### src/cpu_defines.svh
`ifndef CPU_DEFINES_SVH
`define CPU_DEFINES_SVH

//////////////////////////////
// Datapath sizing
//////////////////////////////

// Width of data bytes, bus addresses, ROM addresses and ROM words
`define CPU_DATA_W 8

//////////////////////////////
// Fixed addresses
//////////////////////////////

// ROM location holding the thread start address for interrupt line 0
`define CPU_VECTOR_0 8'hFF

// ROM location holding the thread start address for interrupt line 1
`define CPU_VECTOR_1 8'hFE

// Bus address driven while no load or store is in progress
// RAM at this address should never be written
`define CPU_BUS_IDLE_ADDR 8'hFF

`endif

### src/cpuPkg.sv
`include "cpu_defines.svh"

package cpuPkg;

    // Operation code, low nibble of an instruction byte
    // Codes 9 to F are not decoded
    typedef enum logic [3:0] {
        opLoadA  = 4'h0,
        opLoadB  = 4'h1,
        opStoreA = 4'h2,
        opStoreB = 4'h3,
        opAluA   = 4'h4,
        opAluB   = 4'h5,
        opBranch = 4'h6,
        opGoto   = 4'h7,
        opIdle   = 4'h8
    } opcodeT;

    // ALU function, high nibble of an instruction byte
    // Compare codes return 1 or 0 in bit 0
    typedef enum logic [3:0] {
        aluAdd = 4'h0,
        aluSub = 4'h1,
        aluAnd = 4'h2,
        aluOr  = 4'h3,
        aluXor = 4'h4,
        aluShl = 4'h5,
        aluShr = 4'h6,
        aluInc = 4'h7,
        aluEq  = 4'h8,
        aluGt  = 4'h9,
        aluLt  = 4'hA
    } aluOpT;

    // One ROM byte, read as an instruction at offset 0
    // and as an address operand at offset 1
    typedef union packed {
        struct packed {
            aluOpT  aluOp;
            opcodeT opcode;
        } instr;
        logic [`CPU_DATA_W-1:0] addr;
    } romWordT;

    // Sequencer states, one chain per operation
    // stGotoWait must stay the last member
    typedef enum logic [4:0] {
        stIdle, stThread0, stThread1, stThread2,
        stChoose,
        stLoadA, stLoadAddrA, stLoadWaitA, stLoadDoneA,
        stLoadB, stLoadAddrB, stLoadWaitB, stLoadDoneB,
        stStoreA, stStoreWriteA, stStoreB, stStoreWriteB,
        stAluA, stAluB, stAluWait,
        stBranch, stBranchJump, stBranchWait,
        stGoto, stGotoJump, stGotoWait
    } stateT;

endpackage

### src/cpuBusResult.sv
`include "cpu_defines.svh"

module cpuBusResult import cpuPkg::*; (
    input  logic                   CLK,
    input  logic                   RESET,
    input  stateT                  state,
    input  romWordT                romData,
    input  logic [`CPU_DATA_W-1:0] regA,
    input  logic [`CPU_DATA_W-1:0] regB,
    output logic [`CPU_DATA_W-1:0] busAddr,
    output logic [`CPU_DATA_W-1:0] busDataOut,
    output logic                   busWe
);

    // Address and strobe
    // operand byte of a load or store goes out for one cycle, else idle address
    always_ff @(posedge CLK) begin
        if (RESET) begin
            busAddr <= `CPU_BUS_IDLE_ADDR;
            busWe   <= 1'b0;
        end else begin
            busAddr <= `CPU_BUS_IDLE_ADDR;
            busWe   <= 1'b0;
            case (state)
                stLoadAddrA, stLoadAddrB: begin
                    busAddr <= romData.addr;
                end
                stStoreWriteA, stStoreWriteB: begin
                    busAddr <= romData.addr;
                    busWe   <= 1'b1;
                end
                default: begin
                    busAddr <= `CPU_BUS_IDLE_ADDR;
                end
            endcase
        end
    end

    // Write data, A or B picked by the store state
    always_ff @(posedge CLK) begin
        if (state == stStoreWriteA) begin
            busDataOut <= regA;
        end else if (state == stStoreWriteB) begin
            busDataOut <= regB;
        end
    end

    // Writes land on a real address and never run two cycles long
    weAddr: assert property (@(posedge CLK) disable iff (RESET)
        busWe |-> (busAddr != `CPU_BUS_IDLE_ADDR) ##1 !busWe);

endmodule

### src/cpuDecode.sv
`include "cpu_defines.svh"

module cpuDecode import cpuPkg::*; (
    input  logic                   CLK,
    input  logic                   RESET,
    input  romWordT                romData,
    input  logic [1:0]             interruptRaise,
    input  logic                   aluFlag,
    output logic [`CPU_DATA_W-1:0] romAddress,
    output logic [1:0]             interruptAck,
    output stateT                  state
);

    // Program counter plus operand offset
    logic [`CPU_DATA_W-1:0] pc;
    logic [`CPU_DATA_W-1:0] pcNext;
    logic                   offset;
    logic                   offsetNext;
    stateT                  stateNext;
    logic [1:0]             ackNext;

    // ROM read is registered, so data shows up one cycle after this address
    assign romAddress = pc + {{(`CPU_DATA_W-1){1'b0}}, offset};

    always_ff @(posedge CLK) begin
        if (RESET) begin
            state        <= stChoose;
            pc           <= '0;
            offset       <= 1'b0;
            interruptAck <= 2'b00;
        end else begin
            state        <= stateNext;
            pc           <= pcNext;
            offset       <= offsetNext;
            interruptAck <= ackNext;
        end
    end

    always_comb begin
        // Hold by default, offset back to the opcode byte
        stateNext  = state;
        pcNext     = pc;
        offsetNext = 1'b0;
        ackNext    = 2'b00;

        case (state)
            //////////////////////////////
            // Thread entry
            //////////////////////////////
            // Line 0 wins when both are raised
            stIdle: begin
                if (interruptRaise[0]) begin
                    stateNext = stThread0;
                    pcNext    = `CPU_VECTOR_0;
                    ackNext   = 2'b01;
                end else if (interruptRaise[1]) begin
                    stateNext = stThread0;
                    pcNext    = `CPU_VECTOR_1;
                    ackNext   = 2'b10;
                end
            end
            // Vector address on the ROM port
            stThread0: stateNext = stThread1;
            // Vector contents arrive, jump there
            stThread1: begin
                stateNext = stThread2;
                pcNext    = romData.addr;
            end
            // First opcode of the thread in flight
            stThread2: stateNext = stChoose;

            //////////////////////////////
            // Opcode dispatch
            //////////////////////////////
            stChoose: begin
                offsetNext = 1'b1;
                case (romData.instr.opcode)
                    opLoadA:  stateNext = stLoadA;
                    opLoadB:  stateNext = stLoadB;
                    opStoreA: stateNext = stStoreA;
                    opStoreB: stateNext = stStoreB;
                    opAluA:   stateNext = stAluA;
                    opAluB:   stateNext = stAluB;
                    opBranch: stateNext = stBranch;
                    opGoto:   stateNext = stGoto;
                    opIdle:   stateNext = stIdle;
                    // Unknown opcode parks here on the same byte
                    default:  offsetNext = 1'b0;
                endcase
            end

            //////////////////////////////
            // Loads
            //////////////////////////////
            // Operand byte on its way
            stLoadA: stateNext = stLoadAddrA;
            stLoadB: stateNext = stLoadAddrB;
            // Result stage latches the bus address now
            stLoadAddrA: stateNext = stLoadWaitA;
            stLoadAddrB: stateNext = stLoadWaitB;
            // Step past opcode and operand, two cycles before choose
            stLoadWaitA: begin
                stateNext = stLoadDoneA;
                pcNext    = pc + 2'd2;
            end
            stLoadWaitB: begin
                stateNext = stLoadDoneB;
                pcNext    = pc + 2'd2;
            end
            // Execute takes the RAM byte here
            stLoadDoneA: stateNext = stChoose;
            stLoadDoneB: stateNext = stChoose;

            //////////////////////////////
            // Stores
            //////////////////////////////
            stStoreA: begin
                stateNext = stStoreWriteA;
                pcNext    = pc + 2'd2;
            end
            stStoreB: begin
                stateNext = stStoreWriteB;
                pcNext    = pc + 2'd2;
            end
            // Operand byte valid, result stage issues the write
            stStoreWriteA: stateNext = stChoose;
            stStoreWriteB: stateNext = stChoose;

            //////////////////////////////
            // ALU and flow control
            //////////////////////////////
            // Execute saves the ALU result in these states
            stAluA: begin
                stateNext = stAluWait;
                pcNext    = pc + 1'b1;
            end
            stAluB: begin
                stateNext = stAluWait;
                pcNext    = pc + 1'b1;
            end
            stAluWait: stateNext = stChoose;

            // Flag comes from the compare code in the branch opcode
            stBranch: begin
                if (aluFlag) begin
                    stateNext = stBranchJump;
                end else begin
                    stateNext = stBranchWait;
                    pcNext    = pc + 2'd2;
                end
            end
            stBranchJump: begin
                stateNext = stBranchWait;
                pcNext    = romData.addr;
            end
            stBranchWait: stateNext = stChoose;

            stGoto: stateNext = stGotoJump;
            stGotoJump: begin
                stateNext = stGotoWait;
                pcNext    = romData.addr;
            end
            stGotoWait: stateNext = stChoose;

            default: stateNext = state;
        endcase
    end

    // Ack is a single one-hot pulse, never repeated back to back
    ackPulse: assert property (@(posedge CLK) disable iff (RESET)
        (interruptAck != 2'b00) |-> $onehot(interruptAck) ##1 (interruptAck == 2'b00));

    // State register stays inside the encoded set
    stateLegal: assert property (@(posedge CLK) disable iff (RESET)
        !$isunknown(state) && (state <= stGotoWait));

endmodule

### src/cpuExecute.sv
`include "cpu_defines.svh"

module cpuExecute import cpuPkg::*; (
    input  logic                   CLK,
    input  logic                   RESET,
    input  stateT                  state,
    input  romWordT                romData,
    input  logic [`CPU_DATA_W-1:0] busDataIn,
    output logic [`CPU_DATA_W-1:0] regA,
    output logic [`CPU_DATA_W-1:0] regB,
    output logic                   aluFlag
);

    logic [`CPU_DATA_W-1:0] aluOut;

    //////////////////////////////
    // ALU
    //////////////////////////////
    // Function from the high nibble of the current instruction byte
    always_comb begin
        aluOut = '0;
        case (romData.instr.aluOp)
            aluAdd: aluOut = regA + regB;
            aluSub: aluOut = regA - regB;
            aluAnd: aluOut = regA & regB;
            aluOr:  aluOut = regA | regB;
            aluXor: aluOut = regA ^ regB;
            aluShl: aluOut = regA << 1;
            aluShr: aluOut = regA >> 1;
            aluInc: aluOut = regA + 1'b1;
            // Compares give 1 or 0
            aluEq:  aluOut[0] = (regA == regB);
            aluGt:  aluOut[0] = (regA > regB);
            aluLt:  aluOut[0] = (regA < regB);
            // Unused codes give 0
            default: aluOut = '0;
        endcase
    end

    // Branch condition, only meaningful for compare codes
    assign aluFlag = aluOut[0];

    //////////////////////////////
    // Register file
    //////////////////////////////
    always_ff @(posedge CLK) begin
        if (RESET) begin
            regA <= '0;
            regB <= '0;
        end else begin
            case (state)
                // ALU result, instruction byte still on romData
                stAluA: regA <= aluOut;
                stAluB: regB <= aluOut;
                // RAM data back two cycles after the address was latched
                stLoadDoneA: regA <= busDataIn;
                stLoadDoneB: regB <= busDataIn;
                default: begin
                    regA <= regA;
                    regB <= regB;
                end
            endcase
        end
    end

endmodule

### src/cpuTop.sv
`include "cpu_defines.svh"

module cpuTop import cpuPkg::*; (
    input  logic                   CLK,
    input  logic                   RESET,
    output logic [`CPU_DATA_W-1:0] romAddress,
    input  logic [`CPU_DATA_W-1:0] romData,
    output logic [`CPU_DATA_W-1:0] busAddr,
    output logic [`CPU_DATA_W-1:0] busDataOut,
    input  logic [`CPU_DATA_W-1:0] busDataIn,
    output logic                   busWe,
    input  logic [1:0]             interruptRaise,
    output logic [1:0]             interruptAck
);

    // Sequencer state shared by all three stages
    stateT                  state;
    logic                   aluFlag;
    logic [`CPU_DATA_W-1:0] regA;
    logic [`CPU_DATA_W-1:0] regB;

    // Sequencer, program counter and interrupt handshake
    cpuDecode decode (
        .CLK            (CLK),
        .RESET          (RESET),
        .romData        (romData),
        .interruptRaise (interruptRaise),
        .aluFlag        (aluFlag),
        .romAddress     (romAddress),
        .interruptAck   (interruptAck),
        .state          (state)
    );

    // Registers and ALU
    cpuExecute execute (
        .CLK       (CLK),
        .RESET     (RESET),
        .state     (state),
        .romData   (romData),
        .busDataIn (busDataIn),
        .regA      (regA),
        .regB      (regB),
        .aluFlag   (aluFlag)
    );

    // Bus output registers
    cpuBusResult result (
        .CLK        (CLK),
        .RESET      (RESET),
        .state      (state),
        .romData    (romData),
        .regA       (regA),
        .regB       (regB),
        .busAddr    (busAddr),
        .busDataOut (busDataOut),
        .busWe      (busWe)
    );

endmodule

### config.mk
export PLATFORM = sky130hd
export DESIGN_NAME = cpuTop
export DESIGN_NICKNAME = d
export VERILOG_FILES = /design/src/cpuPkg.sv /design/src/cpuBusResult.sv /design/src/cpuDecode.sv /design/src/cpuExecute.sv /design/src/cpuTop.sv
export VERILOG_INCLUDE_DIRS = /design/src
export SDC_FILE = /design/constraint.sdc
export NUM_CORES = 1
export LEC_CHECK = 0
export BUFFER_PORTS_ARGS = -buffer_cell sky130_fd_sc_hd__buf_2
export CORE_AREA = 2 2 92 94
export CTS_CLUSTER_DIAMETER = 50
export CTS_CLUSTER_SIZE = 25
export DETAILED_ROUTE_END_ITERATION = 6
export DIE_AREA = 0 0 94 96
export GPL_ROUTABILITY_DRIVEN = 0
export PLACE_DENSITY = 0.76
export SLEW_MARGIN = 5
export SYNTH_ARGS = -nofsm -noshare
export SYNTH_HDL_FRONTEND = slang
export SYNTH_SLANG_ARGS = --single-unit
### constraint.sdc
create_clock -name CLK -period 2.6 [get_ports CLK]
set_clock_uncertainty 0.1 [all_clocks]
set_input_delay 0.13 -clock CLK [delete_from_list [all_inputs] [get_ports CLK]]
set_output_delay 0.13 -clock CLK [all_outputs]
set_load 0.005 [all_outputs]
==> results of run 1 <==
[state kept, by name, indices dropped and copies added, names as in the netlist]
| register | cells |
|---|---|
| execute.regA | 8 |
| result.busDataOut | 8 |
| result.busWe | 1 |
| decode.state | 5 |
| execute.regB | 8 |
| decode.interruptAck | 2 |
| result.busAddr | 8 |
| decode.pc | 8 |
| decode.offset | 1 |
[cells by family (layout without fill, tap and decap cells)]
| logic type | after synthesis | after routing | share of synthesized area, % |
|---|---|---|---|
| buffers and inverters | 71 | 136 | 6.79 |
| adders and majority gates | 32 | 32 | 9.78 |
| and+or+nand+nor | 204 | 204 | 23.4 |
| AOI/OAI and AO/OA | 174 | 174 | 27.2 |
| muxes | 12 | 12 | 3.29 |
| xor gates and xnor gates | 21 | 21 | 4.36 |
| DFF | 49 | 49 | 25.1 |
[stage by stage]
step           cell area (µm²)  hold slack, ns  power (mW)  setup TNS (ns)
4_1_cts                   4920         0.00262        3.32               0
3_3_place_gp              4770           0.327        2.66               0
6_report                  4990         0.00764        3.37               0
5_1_grt                   4990          0.0194        3.58          -0.556
3_5_place_dp              4770           0.332        2.70          -0.240
2_1_floorplan             4220           0.137        2.18               0
[where the power goes]
part | internal (mW) | switching, mW | leakage (nW)
logic | 0.764 | 0.989 | 1.45
registers | 0.884 | 0.141 | 0.408
clock network | 0.289 | 0.300 | 0.0585
[timing repair]
item,4_1_cts,5_1_grt
resized for setup,9,16
setup buffers,1,2
pin swaps,3,9
endpoints found under the setup margin,8,18
[synthesized netlist by cell type, types with 9 or more instances]
master / instances / area, µm²
nand2_1: 61 / 229
nor2_1: 54 / 203
a21oi_1: 49 / 245
dfxtp_1: 41 / 821
o21ai_0: 35 / 175
inv_1: 33 / 124
ha_1: 29 / 363
clkbuf_1: 24 / 90.1
a22oi_1: 21 / 158
xnor2_1: 17 / 149
nand2b_1: 14 / 87.6
a211oi_1: 13 / 97.6
nand3_1: 13 / 65.1
nor2b_1: 11 / 68.8
o22ai_1: 11 / 68.8
nor3_1: 10 / 50.1
or2_2: 9 / 56.3
[worst max-delay path by stage]
stage          slack [ns]                   endpoint                    startpoint  cells after the start
3_3_place_gp        0.003  decode.pc[7]$_SDFFE_PP0P_  execute.regA[0]$_SDFFE_PP0P_                     11
2_1_floorplan        0.01  decode.pc[1]$_SDFFE_PP0P_  execute.regA[0]$_SDFFE_PP0P_                     11
3_5_place_dp        -0.04  decode.pc[2]$_SDFFE_PP0P_  execute.regA[0]$_SDFFE_PP0P_                     11
6_report             0.01  decode.pc[6]$_SDFFE_PP0P_  execute.regA[0]$_SDFFE_PP0P_                     10
4_1_cts              0.02  decode.pc[2]$_SDFFE_PP0P_  execute.regA[0]$_SDFFE_PP0P_                     11
5_1_grt             -0.07  decode.pc[2]$_SDFFE_PP0P_  execute.regA[0]$_SDFFE_PP0P_                     11
[layout make-up]
type,instances,area (µm²)
fillers,689,3060
inverters,34,130
repair buffers,94,591
clock buffers,5,68.8
well taps,105,131
clock inverters,3,43.8
multi-input cells,443,2960
flip-flops and latches,49,1060
[routing by layer]
metal	part of all wire, %	vias to the layer above	GRT usage, %
met1	46	2056	40.2
met5	0	-	0
li1	-	2151	-
met4	1.4	0	7.25
met3	8.6	26	4.62
met2	44	231	42.3
==> metrics.md, run 1 <==
| Metric | Value |
|---|---|
| Min setup slack post-route | `0.0126 ns` |
| Hold depth | `2` |
| Core area | `roughly 8000 µm²` |
| Syn Nets | `614` |
| Root buffer cell | `clkbuf_8` |
| Gr usage total | `around 28%` |
| CTS tree | `done` |
| Proportion of layout cells with a drive suffix above 1 | `between 20% and 30%` |
| Delay-heaviest family, CP | `compound AO/OA/AOI/OAI gates` |
| Crit path DAT | `roughly 2.7 ns` |
| WS Path Type | `reg -> reg` |
| R2R depth | `10` |
| Ys async rst share | `0%` |
| P&R area growth vs syn | `18.1%` |
| Fin nets | `678` |
| Relative slew slack | `52.6%` |
| Worst-skew pair later-pin latency | `0.32 ns` |
| Die height | `96 µm` |
| R2R Path Start | `execute.regA[0]$_SDFFE_PP0P_` |
| Netlist Area Pre-Place | `4220 µm²` |
| Distinct cells, synth | `62` |
| P_leak | `1.91 nW` |
| CTS clock-pin slew for the worst setup and hold paths | `about 0.11 ns` |
| Power density cells | `between 600 and 700 nW/µm²` |
| Final ANT Viol Nets | `0` |
| Max-Cap Viols | `0` |
| Nature of the critical path endpoint | `register` |
| Post-layout minimum cycle time | `2.59 ns` |
| Vias in the first global route | `4,002` |
| Commonest non-fill, non-tap cell in the layout | `nand2_1` |
| Placement row count | `33` |
| Final setup viols | `0` |
| CP max stage cell | `fa_2` |
| Starting Density | `52.4%` |
| Die width | `94 µm` |
| Largest net degree at the start of global routing | `35` |
| Drt drc | `0` |
| FMAX | `386 MHz` |
| Port buffer count | `46` |
| Post-place setup slack | `-0.0431 ns` |
| Commonest non-fill, non-tap cells in the layout | `60 x nand2_1, 53 x nor2_1, 48 x buf_4` |
| Syn. warnings | `0` |
| Worst Hold Path EP | `decode.interruptAck[0]$_SDFF_PP0_` |
| DR vias | `4,464` |
| GR Overflow Total | `0` |
| Fin util | `61.9%` |
| RSZ-0062 raised after global routing | `yes` |
| Part of the cycle the worst path needs | `99.5%` |
| Post-synth top flop | `dfxtp_1` |
| Placed Cells | `between 700 and 800` |
| Slew @ Worst Pin | `0.712 ns` |
| Worst Hold Launch | `interruptRaise[0]` |
| CP startpoint kind | `register` |
| Critical Path Most Common Cell | `inv_2` |
| Final hold violation count | `0` |
| Worst path cell trace | `inv_2 > ha_4 > inv_2 > fa_2 > nor3b_2 > a211o_1 > a211oi_2 > mux2_4 > and2_4 > a221oi_2` |
| # IOs | `47` |
| Post-Synthesis Cells | `approximately 560` |
| Seq cells post-synth | `between 40 and 50` |
| Max Slew Vio Count | `0` |
| DIE AREA | `approximately 9000 µm²` |
| Detailed Route WL | `12,400 µm` |
| Status | `completed` |
| Avg WL per Cell | `16.9 µm` |
| DR vias/cell | `6.09` |
| H-tree levels | `2` |
| Initial drt markers | `479` |
| CTS Buf Count | `5` |
| CTS Buffer Depth | `2` |
| HP Class | `in -> reg` |
| Avg Inst Size Synth | `7.50 µm²` |
| CP peak stage delay | `0.39 ns` |
| Hpwl dp | `9150 µm` |
| Critical Path RT | `approximately 2.7 ns` |
| Hold buffer count at CTS | `0` |
| Final Instance Count excl. Fillers | `733` |
| WP buf/inv | `2` |
| Seq/Total Area, Yosys | `25.1%` |
| Peak VDD IR | `0.510 mV` |
| Initial antenna violation count | `0` |
| RR Endpoint | `decode.pc[6]$_SDFFE_PP0P_` |
| DRT Pass-1 Iters | `5` |
| R2R Setup Slk | `0.01 ns` |
| EDFF count, synth | `8` |
| Worst-path fanout max | `3` |
| First-pass GRT wire length | `19,800 µm` |
| N_diodes | `0` |
| Clock Sinks | `49` |
(Power assumes the default switching activity.)
==> run 2, diff against run 1 <==
--- a/config.mk
+++ b/config.mk
@@ -6,12 +6,13 @@
 export SDC_FILE = /design/constraint.sdc
 export NUM_CORES = 1
 export LEC_CHECK = 0
+export ABC_AREA = 1
 export BUFFER_PORTS_ARGS = -buffer_cell sky130_fd_sc_hd__buf_2
-export CORE_AREA = 2 2 92 94
+export CORE_AREA = 2 2 93 95
 export CTS_CLUSTER_DIAMETER = 50
 export CTS_CLUSTER_SIZE = 25
 export DETAILED_ROUTE_END_ITERATION = 6
-export DIE_AREA = 0 0 94 96
+export DIE_AREA = 0 0 95 97
 export GPL_ROUTABILITY_DRIVEN = 0
 export PLACE_DENSITY = 0.76
 export SLEW_MARGIN = 5
==> metrics.md, run 2 <==
| Metric | Value |
|---|---|
| # IOs | `47` |
| Min setup slack post-route | `0.165 ns` |
| Core area | `8130 µm²` |
| Hpwl dp | `9670 µm` |
| Seq cells post-synth | `49` |
| Root buffer cell | `clkbuf_8` |
| Final setup viols | `0` |
| Largest net degree at the start of global routing | `27` |
| Seq/Total Area, Yosys | `24.3%` |
| Hold slack | `-0.00299 ns` |
| CP startpoint kind | `register` |
| Post-synth top flop | `dfxtp_1` |
| Fin nets | `787` |
| CTS tree | `done` |
| Max-Cap Viols | `0` |
| DRT Pass-1 Iters | `7` |
| R2R depth | `14` |
| Commonest non-fill, non-tap cell in the layout | `nand2_1` |
| Gr usage total | `around 28%` |
| Ys async rst share | `0%` |
| Detailed Route WL | `12,600 µm` |
| Final hold violation count | `1` |
| Slew @ Worst Pin | `slightly below 0.6 ns` |
| Nature of the critical path endpoint | `register` |
| Power density cells | `744 nW/µm²` |
| Synth area leader | `dfxtp_1` |
| Worst-skew pair later-pin latency | `0.32 ns` |
| Sequential share of power | `between 20 and 30%` |
| Initial antenna violation count | `0` |
| Avg WL per Cell | `roughly 15 µm` |
| Synth top area share | `18.8%` |
| P_leak | `roughly 2.4 nW` |
| Post-layout minimum cycle time | `2.44 ns` |
| Part of the cycle the worst path needs | `93.7%` |
| N_diodes | `0` |
| Critical Path RT | `2.71 ns` |
| Failing checks | `DRC, hold timing` |
| Final ANT Viol Nets | `0` |
| Final setup TNS | `0 ns` |
| Number of buffers added for setup after CTS | `0` |
| Count leader, synth | `nand2_1` |
| Die height | `around 97 µm` |
| Die width | `around 95 µm` |
| Worst-path fanout max | `7` |
| P_int | `about 1.9 mW` |
| Starting Density | `53.7%` |
| H-tree levels | `2` |
| Synth cell count leaders | `174 x nand2_1, 76 x inv_1, 64 x nor2_1` |
| RSZ-0062 raised after global routing | `no` |
| Post-Synthesis Cells | `slightly below 700` |
| Initial drt markers | `542` |
| Max Slew Vio Count | `0` |
| Largest cells by area after synthesis | `dfxtp_1 19%, nand2_1 15%, ha_1 8.3%, nand3_1 7.1%, inv_1 6.5%` |
| Post-place setup slack | `0.140 ns` |
| Vias in the first global route | `4,408` |
| Status | `complete, but fails checks` |
| Switch share | `48.5%` |
| DR vias/cell | `5.67` |
| Proportion of layout cells with a drive suffix above 1 | `17.9%` |
| Syn. warnings | `0` |
| EDFF count, synth | `8` |
| Clock share of power | `14.6%` |
| Crit path DAT | `2.54 ns` |
| Commonest non-fill, non-tap cells in the layout | `173 x nand2_1, 76 x inv_1, 63 x nor2_1` |
| CTS Buf Count | `5` |
| CTS Buffer Depth | `2` |
| WS Path Type | `reg -> reg` |
| P&R area growth vs syn | `13.1%` |
| HP Class | `in -> reg` |
| Distinct cells, synth | `44` |
| GR Overflow Total | `0` |
| FMAX | `411 MHz` |
| Port buffer count | `46` |
| Avg Inst Size Synth | `6.48 µm²` |
| Psw | `1.78 mW` |
| Placement row count | `33` |
| CTS clock-pin slew for the worst setup and hold paths | `0.11 ns` |
| Comb pwr share | `55.8%` |
| Netlist Area Pre-Place | `4370 µm²` |
| Hold depth | `3` |
| Clock Sinks | `49` |
| Relative slew slack | `between 60% and 70%` |
| Drt drc | `1` |
| DIE AREA | `roughly 9200 µm²` |
| First-pass GRT wire length | `21,000 µm` |
| DR vias | `4,774` |
| Syn Nets | `725` |
| Peak VDD IR | `0.438 mV` |
-- run 2: metal layers --
layer	vias up	wire length, µm	global-route usage [%]
li1	2349	-	-
met3	28	1180	5.76
met5	-	0	0
met2	268	5570	41.2
met1	2129	5640	41.2
met4	0	175	7.13
-- run 2: layout make-up --
cell class	instances	area [µm²]
Tap cell	105	131
Multi-Input combinational cell	524	2910
Clock inverter	1	5.00
Inverter	89	339
Clock buffer	7	97.6
Timing Repair Buffer	67	400
Fill cell	737	3190
Sequential cell	49	1060
-- run 2: timing repair --
item                                    in CTS  in global routing
endpoints found under the setup margin       0                  8
resized for setup                            0                  4
endpoints found under the hold margin        5                  0
hold buffers                                 5                  0
-- run 2: per-stage QoR --
| step | instances | hold slack, ns | cell area [µm²] | utilization, % | total power [mW] |
|---|---|---|---|---|---|
| floorplan | 674 | 0.108 | 4370 | - | 2.64 |
| global placement | 829 | 0.262 | 4780 | 58.7 | 3.06 |
| detailed placement | 829 | 0.266 | 4780 | 58.7 | 3.09 |
| CTS | 842 | 0.00329 | 4930 | 60.6 | 3.64 |
| global route | 842 | 0.00427 | 4940 | 60.8 | 3.99 |
| finish | 842 | -0.00299 | 4940 | 60.8 | 3.68 |
-- run 2: path summary, 6_finish.rpt --
kind / start / to / slack, ns
worst max-delay path: execute.regB[3]$_SDFFE_PP0P_ / decode.pc[5]$_SDFFE_PP0P_ / 0.16
worst min-delay path: romData[6] / result.busAddr[6]$_SDFF_PP1_ / -0.003
worst max register to register: execute.regB[3]$_SDFFE_PP0P_ / decode.pc[5]$_SDFFE_PP0P_ / 0.16
worst min register to register: decode.pc[4]$_SDFFE_PP0P_ / decode.pc[4]$_SDFFE_PP0P_ / 0.41
-- run 2: cells by family (layout without fill, tap and decap cells) --
family	Yosys count	after routing	synth area share, %
adders and majority gates	31	31	9.22
xor gates and xnor gates	9	9	1.80
AOI/OAI and AO/OA	108	108	13.9
buffers and inverters	101	164	9.40
DFF	49	49	24.3
and+or+nand+nor	376	376	41.4
-- run 2: critical path, stage by stage (launching register included) --
cell and delay [ns]:
dfxtp_1 0.38, inv_1 0.09, ha_1 0.45, inv_2 0.13, a21oi_2 0.15, nand2_1 0.10, nand3_1 0.10, nand2_1 0.06
nand2_1 0.08, nand3_2 0.16, nand2_4 0.14, buf_4 0.17, nand3_2 0.08, nand2_1 0.06, nor2_1 0.05
-- run 2: power groups by stage --
stage          registers (mW)  clock network (mW)  logic, mW
2_1_floorplan            1.06                   0       1.58
3_3_place_gp             1.09                   0       1.96
3_5_place_dp             1.10                   0       1.99
4_1_cts                  1.08               0.545       2.01
5_1_grt                  1.11               0.570       2.31
6_report                 1.09               0.537       2.05
==> run 3, diff against run 2 <==
--- a/config.mk
+++ b/config.mk
@@ -8,13 +8,14 @@
 export LEC_CHECK = 0
 export ABC_AREA = 1
 export BUFFER_PORTS_ARGS = -buffer_cell sky130_fd_sc_hd__buf_2
-export CORE_AREA = 2 2 93 95
+export CORE_AREA = 2 2 77 116
 export CTS_CLUSTER_DIAMETER = 50
 export CTS_CLUSTER_SIZE = 25
 export DETAILED_ROUTE_END_ITERATION = 6
-export DIE_AREA = 0 0 95 97
+export DIE_AREA = 0 0 79 118
 export GPL_ROUTABILITY_DRIVEN = 0
-export PLACE_DENSITY = 0.76
+export PLACE_DENSITY = 0.75
+export RECOVER_POWER = 25
 export SLEW_MARGIN = 5
 export SYNTH_ARGS = -nofsm -noshare
 export SYNTH_HDL_FRONTEND = slang
==> metrics.md, run 3 (synthesis results as in run 2) <==
| Metric | Value |
|---|---|
| Gr usage total | `29.5%` |
| Nature of the critical path endpoint | `register` |
| Worst-path fanout max | `6` |
| Starting Density | `52.6%` |
| H-tree levels | `2` |
| P&R area growth vs syn | `13.0%` |
| Commonest non-fill, non-tap cells in the layout | `174 x nand2_1, 75 x inv_1, 64 x nor2_1` |
| Proportion of layout cells with a drive suffix above 1 | `16.9%` |
| CTS Buffer Depth | `2` |
| Comb pwr share | `53.8%` |
| Setup crit start | `execute.regA[0]$_SDFFE_PP0P_` |
| Max-Cap Viols | `0` |
| Initial antenna violation count | `0` |
| First-pass GRT wire length | `between 20,000 and 25,000 µm` |
| Detailed Route WL | `13,500 µm` |
| Cell area after layout | `4940 µm²` |
| Final hold violation count | `0` |
| # IOs | `47` |
| CP startpoint kind | `register` |
| WL met2 | `7120 µm` |
| Final Instance Count excl. Fillers | `840` |
| Number of buffers added for setup after CTS | `0` |
| Slew @ Worst Pin | `0.554 ns` |
| R2R Path Start | `execute.regA[0]$_SDFFE_PP0P_` |
| Core area | `8310 µm²` |
| P_leak | `between 2 and 2.5 nW` |
| Commonest non-fill, non-tap cell in the layout | `nand2_1` |
| Peak VDD IR | `about 0.63 mV` |
| Port buffer count | `46` |
| Final setup TNS | `0 ns` |
| Layout fillers | `824` |
| FMAX | `421 MHz` |
| Drt drc | `0` |
| CTS tree | `done` |
| Crit path DAT | `2.51 ns` |
| Post-layout minimum cycle time | `2.37 ns` |
| Worst setup path end | `decode.pc[0]$_SDFFE_PP0P_` |
| P_int | `approximately 2 mW` |
| Part of the cycle the worst path needs | `91.3%` |
| N_diodes | `0` |
| Placement row count | `41` |
| Status | `completed` |
| Avg WL per Cell | `16.0 µm` |
| DP Area | `4770 µm²` |
| WS Path Type | `reg -> reg` |
| Psw | `1.83 mW` |
| Initial drt markers | `494` |
| Sequential share of power | `28.5%` |
| Switch share | `47.6%` |
| Critical Path RT | `roughly 2.7 ns` |
| Root buffer cell | `clkbuf_16` |
| CTS clock-pin slew for the worst setup and hold paths | `0.07 ns` |
| Area occupied by multi-input gates | `between 2000 and 3000 µm²` |
| Die height | `118 µm` |
| Power density cells | `779 nW/µm²` |
| CTS Buf Count | `5` |
| R2R Setup Slk | `0.23 ns` |
| Relative slew slack | `a little over three fifths` |
| Largest net degree at the start of global routing | `27` |
| Max Slew Vio Count | `0` |
| Hold depth | `3` |
| Final setup viols | `0` |
| Fin nets | `783` |
| Die width | `79 µm` |
| Hpwl dp | `10,700 µm` |
| RR Endpoint | `decode.pc[0]$_SDFFE_PP0P_` |
| Met3 WL | `627 µm` |
| DRT Pass-1 Iters | `5` |
| R2R depth | `16` |
| Clock Sinks | `between 40 and 50` |
| DR vias | `4,854` |
| Clock share of power | `17.7%` |
| GR Overflow Total | `0` |
| Placed Cells | `830` |
| Reg area | `1060 µm²` |
| RSZ-0062 raised after global routing | `no` |
| Final ANT Viol Nets | `0` |
| Top layer used by detailed routing | `met4` |
| DIE AREA | `just over 9000 µm²` |
| DR vias/cell | `5.78` |
| Vias in the first global route | `4,806` |
| HP Class | `in -> reg` |
| M1 wire length | `just under 5000 µm` |
| Worst-skew pair later-pin latency | `0.30 ns` |
==> run 3: changes by cell type in the layout (fill, tap and decap cells not counted), sizes merged <==
cell | previous run | this run
clkbuf | 7 | 13
dlygate4sd3 | 5 | 2
clkinv | 3 | 4
buf | 62 | 54
==> run 3: how the worst min path moves through the flow <==
stage,endpoint,startpoint,slack (ns)
after global placement,decode.interruptAck[1]$_SDFF_PP0_,interruptRaise[0],0.26
final,result.busAddr[1]$_SDFF_PP1_,romData[1],0.01
after floorplan,decode.interruptAck[1]$_SDFF_PP0_,interruptRaise[0],0.11
after detailed placement,decode.interruptAck[1]$_SDFF_PP0_,interruptRaise[0],0.27
after CTS,result.busAddr[1]$_SDFF_PP1_,romData[1],0.006
after global routing,execute.regB[4]$_SDFFE_PP0P_,busDataIn[4],0.03
==> run 3: routing by layer <==
layer / up-vias / global-route usage (%)
met1: 2223 / 30.8
li1: 2346 / -
met4: 0 / 19.2
met5: - / 0
met2: 212 / 53.9
met3: 73 / 3.14
==> run 3: per-stage QoR <==
step	setup WS, ns	total power [mW]	hold WS, ns	util, %
floorplan	0.395	2.64	0.108	-
detailed placement	0.216	3.14	0.269	57.4
CTS	0.182	3.83	0.00597	59.5
global placement	0.290	3.09	0.264	57.4
global route	0.0145	4.12	0.0317	59.4
finish	0.227	3.85	0.0137	59.4
==> run 3: area by class of cell <==
type / count / share of cell area (%)
repair buffers: 63 / 7.17
clock inverters: 2 / 0.279
clock buffers: 6 / 2.81
inverters: 89 / 6.87
well taps: 107 / 2.71
flip-flops and latches: 49 / 21.5
multi-input cells: 524 / 58.6
==> run 3: critical path: stages, from the launching register on <==
cell,delay (ns)
dfxtp_1,0.36
inv_2,0.11
ha_1,0.15
inv_1,0.07
fa_1,0.40
nand3_1,0.12
nand2_1,0.12
nand3_1,0.11
nand2_1,0.06
nand2_1,0.07
nand3_2,0.09
nand2_1,0.13
buf_4,0.17
nand3_1,0.07
nand2_1,0.06
inv_1,0.04
nor2_2,0.08
==> run 3: power by group through the flow <==
| stage | Sequential (mW) | Combinational, mW | Clock, mW |
|---|---|---|---|
| floorplan | 1.06 | 1.58 | 0 |
| global placement | 1.10 | 1.99 | 0 |
| detailed placement | 1.11 | 2.03 | 0 |
| CTS | 1.09 | 2.05 | 0.690 |
| global route | 1.11 | 2.29 | 0.715 |
| finish | 1.10 | 2.07 | 0.679 |
==> run 3: timing repair <==
item | CTS | global route
endpoints found under the hold margin | 1 | 0
endpoints found under the setup margin | 0 | 6
hold buffers | 2 | 0
gates resized for setup | 0 | 3
